===== config.mk =====
export PLATFORM = sky130hd
export DESIGN_NAME = plru_tree
export DESIGN_NICKNAME = d
export VERILOG_FILES = /design/src/dcache_pkg.sv /design/src/plru_tree.sv
export VERILOG_INCLUDE_DIRS = /design/src /design/src/include
export SDC_FILE = /design/constraint.sdc
export NUM_CORES = 1
export LEC_CHECK = 0
export BUFFER_PORTS_ARGS = -buffer_cell sky130_fd_sc_hd__clkbuf_2
export CAP_MARGIN = 15
export CORE_MARGIN = 5
export CORE_UTILIZATION = 60
export CTS_CLUSTER_DIAMETER = 200
export DETAILED_ROUTE_END_ITERATION = 8
export PLACE_DENSITY = 0.78
export REMOVE_ABC_BUFFERS = 1
export SKIP_LAST_GASP = 1
export SYNTH_ARGS = -nofsm -noshare
export SYNTH_HDL_FRONTEND = slang
export SYNTH_SLANG_ARGS = --single-unit

===== constraint.sdc =====
create_clock -name clk -period 2.5 [get_ports clk]
set_clock_uncertainty 0.2 [all_clocks]
set_input_delay 0.5 -clock clk [delete_from_list [all_inputs] [get_ports clk]]
set_output_delay 0.5 -clock clk [all_outputs]
set_load 0.01 [all_outputs]

===== src/include/dcache_consts.svh =====
`ifndef DCACHE_CONSTS_SVH
`define DCACHE_CONSTS_SVH

// cache geometry
`define DC_ADDR_W          32
`define DC_WORD_W          32
`define DC_BYTES           4
`define DC_WAYS            4
`define DC_SETS            16
`define DC_WORDS_PER_LINE  4

// address fields, low to high: align, offset, index, tag
`define DC_ALIGN_BITS   ($clog2(`DC_BYTES))
`define DC_OFFSET_BITS  ($clog2(`DC_WORDS_PER_LINE))
`define DC_INDEX_BITS   ($clog2(`DC_SETS))
`define DC_WAY_BITS     ($clog2(`DC_WAYS))
`define DC_TAG_BITS     (`DC_ADDR_W - `DC_INDEX_BITS - `DC_OFFSET_BITS - `DC_ALIGN_BITS)

`endif


===== src/dcache_pkg.sv =====
`default_nettype none

`include "dcache_consts.svh"

package dcache_pkg;

    typedef logic [`DC_WORD_W-1:0]      word_t;
    typedef logic [`DC_BYTES-1:0]       strobe_t;
    typedef logic [`DC_TAG_BITS-1:0]    tag_t;
    typedef logic [`DC_INDEX_BITS-1:0]  index_t;
    typedef logic [`DC_OFFSET_BITS-1:0] offset_t;
    typedef logic [`DC_WAY_BITS-1:0]    way_t;

    // word address inside the data array
    typedef struct packed {
        way_t    way;
        index_t  index;
        offset_t offset;
    } data_addr_t;

    typedef struct packed {
        logic valid;
        logic dirty;
        tag_t tag;
    } meta_entry_t;

    typedef meta_entry_t [`DC_WAYS-1:0] meta_set_t;

    typedef logic [`DC_WAYS-2:0] plru_t;

    typedef enum logic [1:0] {
        IDLE,
        WRITEBACK,
        REFILL
    } ctrl_state_t;

endpackage

`default_nettype wire


===== src/plru_tree.sv =====
`timescale 1ns/1ps
`default_nettype none

`include "dcache_consts.svh"

module plru_tree (
    input  logic                clk,
    input  logic                resetn,
    input  dcache_pkg::index_t  index,
    input  logic [`DC_WAYS-1:0] valid_ways,
    input  logic                touch,
    input  dcache_pkg::way_t    touch_way,
    output dcache_pkg::way_t    victim
);

    dcache_pkg::plru_t tree_bits [`DC_SETS];
    dcache_pkg::plru_t cur_bits;
    dcache_pkg::way_t  tree_way;

    assign cur_bits = tree_bits[index];

    // bit 0 picks the half, bit 1 the left pair, bit 2 the right pair
    assign tree_way = cur_bits[0] ? {1'b1, cur_bits[2]} : {1'b0, cur_bits[1]};

    // lowest invalid way wins over the tree
    always_comb begin
        victim = tree_way;
        for (int i = `DC_WAYS - 1; i >= 0; i--) begin
            if (!valid_ways[i]) begin
                victim = dcache_pkg::way_t'(i);
            end
        end
    end

    always_ff @(posedge clk) begin
        if (resetn) begin
            for (int s = 0; s < `DC_SETS; s++) begin
                tree_bits[s] <= '0;
            end
        end else if (touch) begin
            tree_bits[index][0] <= ~touch_way[1];
            if (touch_way[1]) begin
                tree_bits[index][2] <= ~touch_way[0];
            end else begin
                tree_bits[index][1] <= ~touch_way[0];
            end
        end
    end

endmodule

`default_nettype wire


==> metrics.cfg, run 1 <==
[layout]
antenna_cells = 0
nNetsFinal = 259
fin_area_um2 = 2990
largest_reg_flops = 48
largest_register = tree_bits
fillCellCount = 331
finish.utilization_pct = 69.16
reg_top3 = tree_bits x48
regArea_um2 = 1441
multi_input_area_um2 = 1096
syn_to_final_growth_pct = 13.06
final_layout_size_suffix_gt1_share_pct = 36.07

[grt]
grt_max_degree = 49
grt_use_total_pct = 19.48
grt_pass1_wl_mm = 9.059
grt_antenna_before_repair = 0
grt_pass1_vias = 1843
grt_overflow = 0

[yosys]
yosys.area.top_type = edfxtp_1
synth_seq_area_share_pct = 54.49
syn_area_um2 = 2645
yosys.area.top_type_share_pct = 54.49
synth_commonest_cells = 48 x edfxtp_1, 34 x nor2_1, 18 x nand2b_1
syn-instance-count = 226
syn_area_per_cell_um2 = 11.70
synth_area_leaders = edfxtp_1 54%, mux4_2 7.7%, nor2_1 4.8%, nand2b_1 4.3%, a31o_2 4.0%
synthDistinctLibCells = 27
synth_edf_count = 48
synth_flop_cell = edfxtp_1
synth_most_common_cell = edfxtp_1
synth-async-reset-ratio_pct = 0
synth_seq_cells = 48
yosysWarnings = 0

[worst_setup_path]
endpoint_kind = output pin
path_buf_inv = 4
worstPathArrival_ps = 1990
critPathLaunchType = input port
cp_max_fo = 7
crit_chain = clkbuf_16, buf_12, buf_6, mux4_2, a22oi_2, nand3_1, mux2i_1, a31oi_1, clkbuf_2
crit_required_ps = 1800
path_delay_family = multiplexers
path_class = in2out
cp_slowest_cell = mux4_2
crit_path_max_incr_delay_ps = 510

[die]
die_h_um = 76.40
core_area_um2 = 4324
rows = 24
die_area_um2 = 5836
ioPinCount = 15
start_util_pct = 61.17
fp.dieW_um = 76.40

[detailed_routing]
ant_nets = 0
route.detailed.drc = 0
totalWireLength_mm = 5.403
num_vias = 1832
via_per_inst = 6.189
drt_iter0_drc = 160
dr.pass1.iters = 4
wl_per_cell_um = 18.25

[status]
status = finished, violations left
violations = setup timing

[placement]
place.gp.congestion = 0.8588
io_buffers = 14
dp_hpwl_mm = 3.726
post_dp_cell_area_um2 = 2844

[min_path]
hp-start = touch_way[1]
hold_end = tree_bits[7][0]$_SDFFCE_PN0P_
hold_class = in2reg
holdPathStages = 2

[sta]
max_clock_freq_ghz = 0.3720
drv_slew = 0
final.setup.worst_slack_ps = -188.0
relSlewSlack_pct = 67.13
min_period_ps = 2688
rsz0062_at_grt = true
finalSetupViolCount = 2
finalCritPeriodShare_pct = 107.5
finalHoldWorstSlack_ps = 468.5
hold_viol = 0
fin_tns_setup_ps = -258.1
worst_pin_slew_ps = 490.9

[clock_tree]
clk_pin_slew_worst_paths_ps = 80
clock_path_buffers = 2
cts_inserted_buffers = 5
cts_root_buffer = clkbuf_8
cts.sinks = 48
htreeDepth = 2
cts_tree = built

[power]
power.total_mw = 1.580
p_int_mw = 1.226
pwr-share-comb_pct = 14.8
power_frac_seq_pct = 59.7
power.switching_mw = 0.3537
p_sw_share_pct = 22.39
ir_drop_v = 0.0003723
power.share.clock_pct = 25.5
p_leak_nw = 1.107
power_density_nw_per_um2 = 528.3

[run]
drv_cap = 0

-- routing by layer --
| metal | GRT usage [%] | routed length (um) | up-vias |
|---|---|---|---|
| met5 | 0 | 0 | - |
| met4 | 5.769 | 94 | 0 |
| met3 | 4.965 | 308 | 10 |
| met2 | 31.34 | 2666 | 70 |
| met1 | 26.12 | 2332 | 890 |
| li1 | - | - | 862 |
-- cells by family (layout without fill, tap and decap cells) --
| logic type | Yosys count | in the layout | synth area share [%] |
|---|---|---|---|
| DFF | 48 | 48 | 54.49 |
| muxes | 13 | 13 | 11.02 |
| AOI/OAI and AO/OA | 22 | 22 | 7.143 |
| buffers and inverters | 25 | 43 | 4.636 |
| and+or+nand+nor | 118 | 118 | 22.71 |
-- how the worst max path moves through the flow --
stage,start,endpoint,slack (ps),depth (start not counted)
2_1_floorplan,index[0],victim[0],150,5
3_3_place_gp,index[0],victim[0],-210,8
3_5_place_dp,index[0],victim[0],-280,8
4_1_cts,index[0],victim[0],-190,9
5_1_grt,index[0],victim[0],-250,9
6_report,index[0],victim[0],-190,9
-- cell type report --
class	instances	share of cell area, %
clock buffer	5	2.301
timing repair buffer	37	10.54
tap	52	2.176
multi-input combinational	153	36.65
inverter	1	0.1255
sequential	48	48.20
-- cell usage in the layout (no fill, tap or decap), types with 3 or more instances in the layout --
cell	synthesis	routed
a22oi_2	0	3
a31o_2	12	12
a41o_1	4	4
buf_4	0	18
clkbuf_2	0	13
clkbuf_8	0	5
edfxtp_1	48	48
mux4_2	9	11
nand2_1	16	15
nand2b_1	18	18
nand3_1	10	9
nor2_1	34	34
nor2b_1	4	4
nor3_1	16	16
or2_2	15	15
-- metrics by stage --
stage	setup slack, ps	cells
finish	-188.0	296
global route	-252.2	296
CTS	-193.0	296
detailed placement	-279.1	289
global placement	-210.7	289
floorplan	149.9	202
-- power by group through the flow --
stage / registers (mW) / clock network (mW) / logic [mW]
floorplan: 0.950 / 0 / 0.111
global placement: 0.960 / 0 / 0.208
detailed placement: 0.961 / 0 / 0.215
CTS: 0.943 / 0.411 / 0.230
global route: 0.946 / 0.454 / 0.252
finish: 0.943 / 0.402 / 0.234
-- timing repair --
item	CTS	global route
endpoints found under the setup margin	2	2
resized for setup	10	2
setup buffers	1	0
pin swaps	8	0
cloned	1	0
hold buffers	0	0
Note: power is estimated with default switching activity, not from simulation.
==> inputs of run 2 (changes only) <==
--- a/config.mk
+++ b/config.mk
@@ -8,7 +8,7 @@
 export LEC_CHECK = 0
 export BUFFER_PORTS_ARGS = -buffer_cell sky130_fd_sc_hd__clkbuf_2
 export CAP_MARGIN = 15
-export CORE_MARGIN = 5
+export CORE_MARGIN = 2
 export CORE_UTILIZATION = 60
 export CTS_CLUSTER_DIAMETER = 200
 export DETAILED_ROUTE_END_ITERATION = 8
==> run 2 against run 1 <==
Compared with the run above:
- the flow still finishes with violations (setup timing)
- critical path depth is the same
- cell area is 2.1% higher
- setup slack worse by 8.3 ps
- combinational power up 6%
- count of clock-buffer cells in the layout grew 1
- hold slack improved by 78 ps
- core utilization grew 1.9 points
- die area is 15% lower
- sequential share of layout area is 0.97 points lower
- power increased by 3.4%
- wire length grew 7.2%
- fmax fell by 0.31%
==> metrics.cfg, run 2 (synthesis gave the netlist of run 1 again) <==
[sta]
hold_viol = 0  ; unchanged
finalSetupViolCount = 2  ; unchanged
min_period_ps = 2696  ; was 2688 ps
drv_slew = 0  ; unchanged
relSlewSlack_pct = 55.19  ; was 67.13%
final.setup.worst_slack_ps = -196.3  ; was -188.0 ps
rsz0062_at_grt = true  ; unchanged
worst_pin_slew_ps = 672.1  ; was 490.9 ps
max_clock_freq_ghz = 0.3709  ; was 0.3720 GHz
finalCritPeriodShare_pct = 107.9  ; was 107.5%
fin_tns_setup_ps = -331.4  ; was -258.1 ps

[layout]
multi_input_area_um2 = 1090  ; was 1096 um^2
final_cells = 303  ; was 296
fin_area_um2 = 3052  ; was 2990 um^2
final_layout_size_suffix_gt1_share_pct = 37.45  ; was 36.07%
regArea_um2 = 1441  ; unchanged
final_cell_mix = 48 x edfxtp_1, 34 x nor2_1, 22 x buf_4  ; was 48 x edfxtp_1, 34 x nor2_1, 18 x nand2b_1, 18 x buf_4, 16 x nor3_1
layout_commonest_cell = edfxtp_1  ; unchanged
nNetsFinal = 264  ; was 259
finish.utilization_pct = 71.07  ; was 69.16%
largest_register = tree_bits  ; unchanged
reg_top3 = tree_bits x48  ; unchanged
largest_reg_flops = 48  ; unchanged
fillCellCount = 304  ; was 331
antenna_cells = 0  ; unchanged
syn_to_final_growth_pct = 15.37  ; was 13.06%

[power]
power_frac_seq_pct = 57.7  ; was 59.7%
pwr-share-comb_pct = 15.2  ; was 14.8%
power.share.clock_pct = 27.1  ; was 25.5%
power.switching_mw = 0.3891  ; was 0.3537 mW
p_sw_share_pct = 23.82  ; was 22.39%
p_leak_nw = 1.140  ; was 1.107 nW
power.total_mw = 1.634  ; was 1.580 mW
ir_drop_v = 0.0004028  ; was 0.0003723 V
p_int_mw = 1.245  ; was 1.226 mW
power_density_nw_per_um2 = 535.3  ; was 528.3 nW/um^2

[grt]
grt_antenna_before_repair = 0  ; unchanged
grt_overflow = 0  ; unchanged
grt_use_total_pct = 25.40  ; was 19.48%
grt_pass1_vias = 1918  ; was 1843
grt_pass1_wl_mm = 9.418  ; was 9.059 mm
grt_max_degree = 49  ; unchanged

[placement]
dp_hpwl_mm = 3.821  ; was 3.726 mm
post_dp_cell_area_um2 = 2874  ; was 2844 um^2
place.gp.congestion = 0.8074  ; was 0.8588
post-place-cells = 293  ; was 289
io_buffers = 14  ; unchanged

[die]
start_util_pct = 61.60  ; was 61.17%
die_area_um2 = 4955  ; was 5836 um^2
ioPinCount = 15  ; unchanged
die_h_um = 70.40  ; was 76.40 um
core_area_um2 = 4294  ; was 4324 um^2
rows = 24  ; unchanged
fp.dieW_um = 70.40  ; was 76.40 um

[clock_tree]
htreeDepth = 2  ; unchanged
clock_path_buffers = 2  ; unchanged
cts_root_buffer = clkbuf_8  ; unchanged
cts_tree = built  ; unchanged
cts.sinks = 48  ; unchanged
cts_inserted_buffers = 5  ; unchanged
clk_pin_slew_worst_paths_ps = 80  ; about the same

[status]
status = finished, violations left  ; unchanged
violations = setup timing  ; unchanged

[detailed_routing]
totalWireLength_mm = 5.793  ; was 5.403 mm
dr.pass1.iters = 4  ; unchanged
drt_iter0_drc = 192  ; was 160
ant_nets = 0  ; unchanged
via_per_inst = 6.139  ; was 6.189
wl_per_cell_um = 19.12  ; was 18.25 um
num_vias = 1860  ; was 1832
route.detailed.drc = 0  ; unchanged

[worst_setup_path]
worstPathArrival_ps = 2000  ; was 1990 ps
path_class = in2out  ; unchanged
endpoint_kind = output pin  ; unchanged
crit_required_ps = 1800  ; about the same
critPathLaunchType = input port  ; unchanged
cp_max_fo = 6  ; was 7

[run]
drv_cap = 0  ; unchanged

[min_path]
hold_class = in2reg  ; unchanged
holdPathStages = 2  ; unchanged

## run 2: power by group through the flow
| stage | clock [mW] | sequential (mW) | combinational [mW] |
|---|---|---|---|
| CTS | 0.448 | 0.943 | 0.242 |
| detailed placement | 0 | 0.961 | 0.219 |
| finish | 0.443 | 0.943 | 0.248 |
| global route | 0.466 | 0.946 | 0.266 |
| floorplan | 0 | 0.950 | 0.111 |
| global placement | 0 | 0.959 | 0.213 |
## run 2: path summary, 6_finish.rpt
check / start / endpoint
worst min-delay path: index[1] / tree_bits[11][2]$_SDFFCE_PN0P_
worst max-delay path: index[0] / victim[0]
## run 2: metrics by stage
step                      setup WS (ps)  hold WS, ps
after detailed placement         -308.0        853.7
final                            -196.3        546.5
after global placement           -259.7        850.8
after global routing             -245.5        567.9
after floorplan                   149.9        496.2
after CTS                        -166.9        536.1
## run 2: cell type report
class | count | share of cell area, %
multi-input cells | 153 | 35.71
flip-flops and latches | 48 | 47.23
repair buffers | 42 | 12.26
clock inverters | 1 | 0.1640
clock buffers | 6 | 2.378
well taps | 52 | 2.132
inverters | 1 | 0.1230
## run 2: layer usage
layer	track usage [%]	wire (um)	vias to the layer above
li1	-	-	875
met4	8.333	116	0
met1	33.17	2367	912
met3	5.051	334	13
met2	42.77	2975	60
met5	0	0	-
## run 2: repair_timing
item	4_1_cts	5_1_grt
buffers inserted	2	0
endpoints found under the setup margin	2	2
gates resized for setup	9	3
gates cloned	1	0
pin swaps	8	0
hold buffers	0	0
## run 2: critical path, cell delays in order
cell and delay [ps]:
clkbuf_16 110, buf_12 100, buf_16 110, mux4_2 500
a22oi_2 200, nand3_1 90, mux2i_1 150, a31oi_1 90
buf_2 140
==> inputs of run 3 (changes only) <==
--- a/config.mk
+++ b/config.mk
@@ -9,10 +9,10 @@
 export BUFFER_PORTS_ARGS = -buffer_cell sky130_fd_sc_hd__clkbuf_2
 export CAP_MARGIN = 15
 export CORE_MARGIN = 2
-export CORE_UTILIZATION = 60
+export CORE_UTILIZATION = 55
 export CTS_CLUSTER_DIAMETER = 200
 export DETAILED_ROUTE_END_ITERATION = 8
-export PLACE_DENSITY = 0.78
+export PLACE_DENSITY = 0.72
 export REMOVE_ABC_BUFFERS = 1
 export SKIP_LAST_GASP = 1
 export SYNTH_ARGS = -nofsm -noshare
==> run 3 against run 2 <==
Compared with the run above:
- the flow still finishes with violations (setup timing)
- fmax increased by 3.3%
- hold slack lost 27 ps
- cell count fell by 1.3%
- cell area shrank 2.4%
- critical endpoint unchanged
- critical path depth fell by 1
- sequential cell count is the same
- setup slack better by 87 ps
- non-clock buffer count fell by 7
- global-route usage fell by 3.6 points
==> metrics.cfg, run 3 (synthesis gave the netlist of run 1 again) <==
[layout]
fillCellCount = 353  ; was 304
nNetsFinal = 257  ; was 264
largest_register = tree_bits  ; unchanged
final_layout_size_suffix_gt1_share_pct = 35.10  ; was 37.45%
fin_area_um2 = 2978  ; was 3052 um^2
antenna_cells = 0  ; unchanged
syn_to_final_growth_pct = 12.58  ; was 15.37%
layout_commonest_cell = edfxtp_1  ; unchanged
final_cell_mix = 48 x edfxtp_1, 34 x nor2_1, 18 x nand2b_1  ; was 48 x edfxtp_1, 34 x nor2_1, 22 x buf_4
largest_reg_flops = 48  ; unchanged
reg_top3 = tree_bits x48  ; unchanged

[power]
power.total_mw = 1.616  ; was 1.634 mW
ir_drop_v = 0.0002884  ; was 0.0004028 V
p_leak_nw = 1.094  ; was 1.140 nW
power_density_nw_per_um2 = 542.8  ; was 535.3 nW/um^2

[sta]
max_clock_freq_ghz = 0.3832  ; was 0.3709 GHz
hold_viol = 0  ; unchanged
finalSetupViolCount = 2  ; unchanged
min_period_ps = 2610  ; was 2696 ps
worst_pin_slew_ps = 537.6  ; was 672.1 ps
drv_slew = 0  ; unchanged
fin_tns_setup_ps = -136.9  ; was -331.4 ps
relSlewSlack_pct = 64.03  ; was 55.19%
final.setup.worst_slack_ps = -109.7  ; was -196.3 ps
rsz0062_at_grt = true  ; unchanged
finalCritPeriodShare_pct = 104.4  ; was 107.9%

[clock_tree]
clk_pin_slew_worst_paths_ps = 80  ; about the same
cts_tree = built  ; unchanged
cts.sinks = 48  ; unchanged
clock_path_buffers = 2  ; unchanged
cts_root_buffer = clkbuf_8  ; unchanged
cts_inserted_buffers = 5  ; unchanged
htreeDepth = 2  ; unchanged
cts_hold_buf = 0  ; unchanged

[worst_setup_path]
crit_path_max_incr_delay_ps = 510  ; was 500 ps
crit_chain = clkbuf_16, buf_8, mux4_2, a22oi_2, nand3_1, mux2i_1, a31oi_1, buf_2  ; was clkbuf_16, buf_12, buf_16, mux4_2, a22oi_2, nand3_1, mux2i_1, a31oi_1, buf_2
path_buf_inv = 3  ; was 4
critPathLaunchType = input port  ; unchanged
crit_required_ps = 1800  ; about the same
cp_max_fo = 8  ; was 6
cp_slowest_cell = mux4_2  ; unchanged
endpoint_kind = output pin  ; unchanged
path_delay_family = multiplexers  ; unchanged
path_class = in2out  ; unchanged
worstPathArrival_ps = 1910  ; was 2000 ps

[die]
rows = 25  ; was 24
start_util_pct = 56.37  ; was 61.60%
die_area_um2 = 5380  ; was 4955 um^2
ioPinCount = 15  ; unchanged
fp.dieW_um = 73.35  ; was 70.40 um
core_area_um2 = 4692  ; was 4294 um^2
die_h_um = 73.35  ; was 70.40 um

[detailed_routing]
route.detailed.drc = 0  ; unchanged
num_vias = 1833  ; was 1860
dr.pass1.iters = 5  ; was 4
totalWireLength_mm = 5.386  ; was 5.793 mm
wl_per_cell_um = 18.01  ; was 19.12 um
via_per_inst = 6.130  ; was 6.139
ant_nets = 0  ; unchanged
drt_iter0_drc = 105  ; was 192

[grt]
grt_pass1_vias = 1731  ; was 1918
grt_use_total_pct = 21.82  ; was 25.40%
grt_overflow = 0  ; unchanged
grt_antenna_before_repair = 0  ; unchanged
grt_max_degree = 36  ; was 49
grt_pass1_wl_mm = 8.590  ; was 9.418 mm

[run]
drv_cap = 0  ; unchanged

[placement]
dp_hpwl_mm = 3.761  ; was 3.821 mm
pre_cts_slack_ps = -286.0  ; was -308.0 ps
io_buffers = 14  ; unchanged
post_dp_cell_area_um2 = 2831  ; was 2874 um^2
place.gp.congestion = 0.7775  ; was 0.8074

[status]
violations = setup timing  ; unchanged
status = finished, violations left  ; unchanged

[min_path]
hold_class = in2reg  ; unchanged

run 3: power by group:
group / internal [mW] / switching, mW / leakage [nW]
logic: 0.115 / 0.114 / 0.598
clock network: 0.195 / 0.249 / 0.0399
registers: 0.927 / 0.0169 / 0.457
run 3: repair_timing:
item | in CTS | in global routing
gates resized for setup | 10 | 7
endpoints found under the setup margin | 2 | 2
cloned | 0 | 0
buffers inserted | 0 | 2
pin swaps | 5 | 5
endpoints found under the hold margin | 0 | 0
run 3: final timing paths:
kind,startpoint,endpoint,slack [ps],cells after the start
min,index[0],tree_bits[7][2]$_SDFFCE_PN0P_,520,3
max,index[0],victim[0],-110,8
run 3: final cells by class:
class                           count  area [um^2]  area share, %
Timing Repair Buffer               35        295.3          9.916
Inverter                            1        3.754         0.1261
Clock inverter                      1        3.754         0.1261
Clock buffer                        7        76.32          2.563
Tap cell                           54        67.56          2.269
Multi-Input combinational cell    153         1090          36.60
Sequential cell                    48         1441          48.40
run 3: through the flow:
step	hold slack (ps)	util, %	cells
2_1_floorplan	496.2	-	202
3_3_place_gp	828.8	60.35	289
3_5_place_dp	843.8	60.35	289
4_1_cts	513.1	62.93	297
5_1_grt	541.8	63.47	299
6_report	519.7	63.47	299
run 3: metal layers:
| metal | GRT usage (%) | up-vias | part of all wire [%] |
|---|---|---|---|
| met5 | 0 | - | 0 |
| met4 | 8.485 | 0 | 1.4 |
| met3 | 2.881 | 10 | 4.5 |
| met2 | 35.94 | 53 | 51 |
| met1 | 29.60 | 911 | 43 |
| li1 | - | 859 | - |
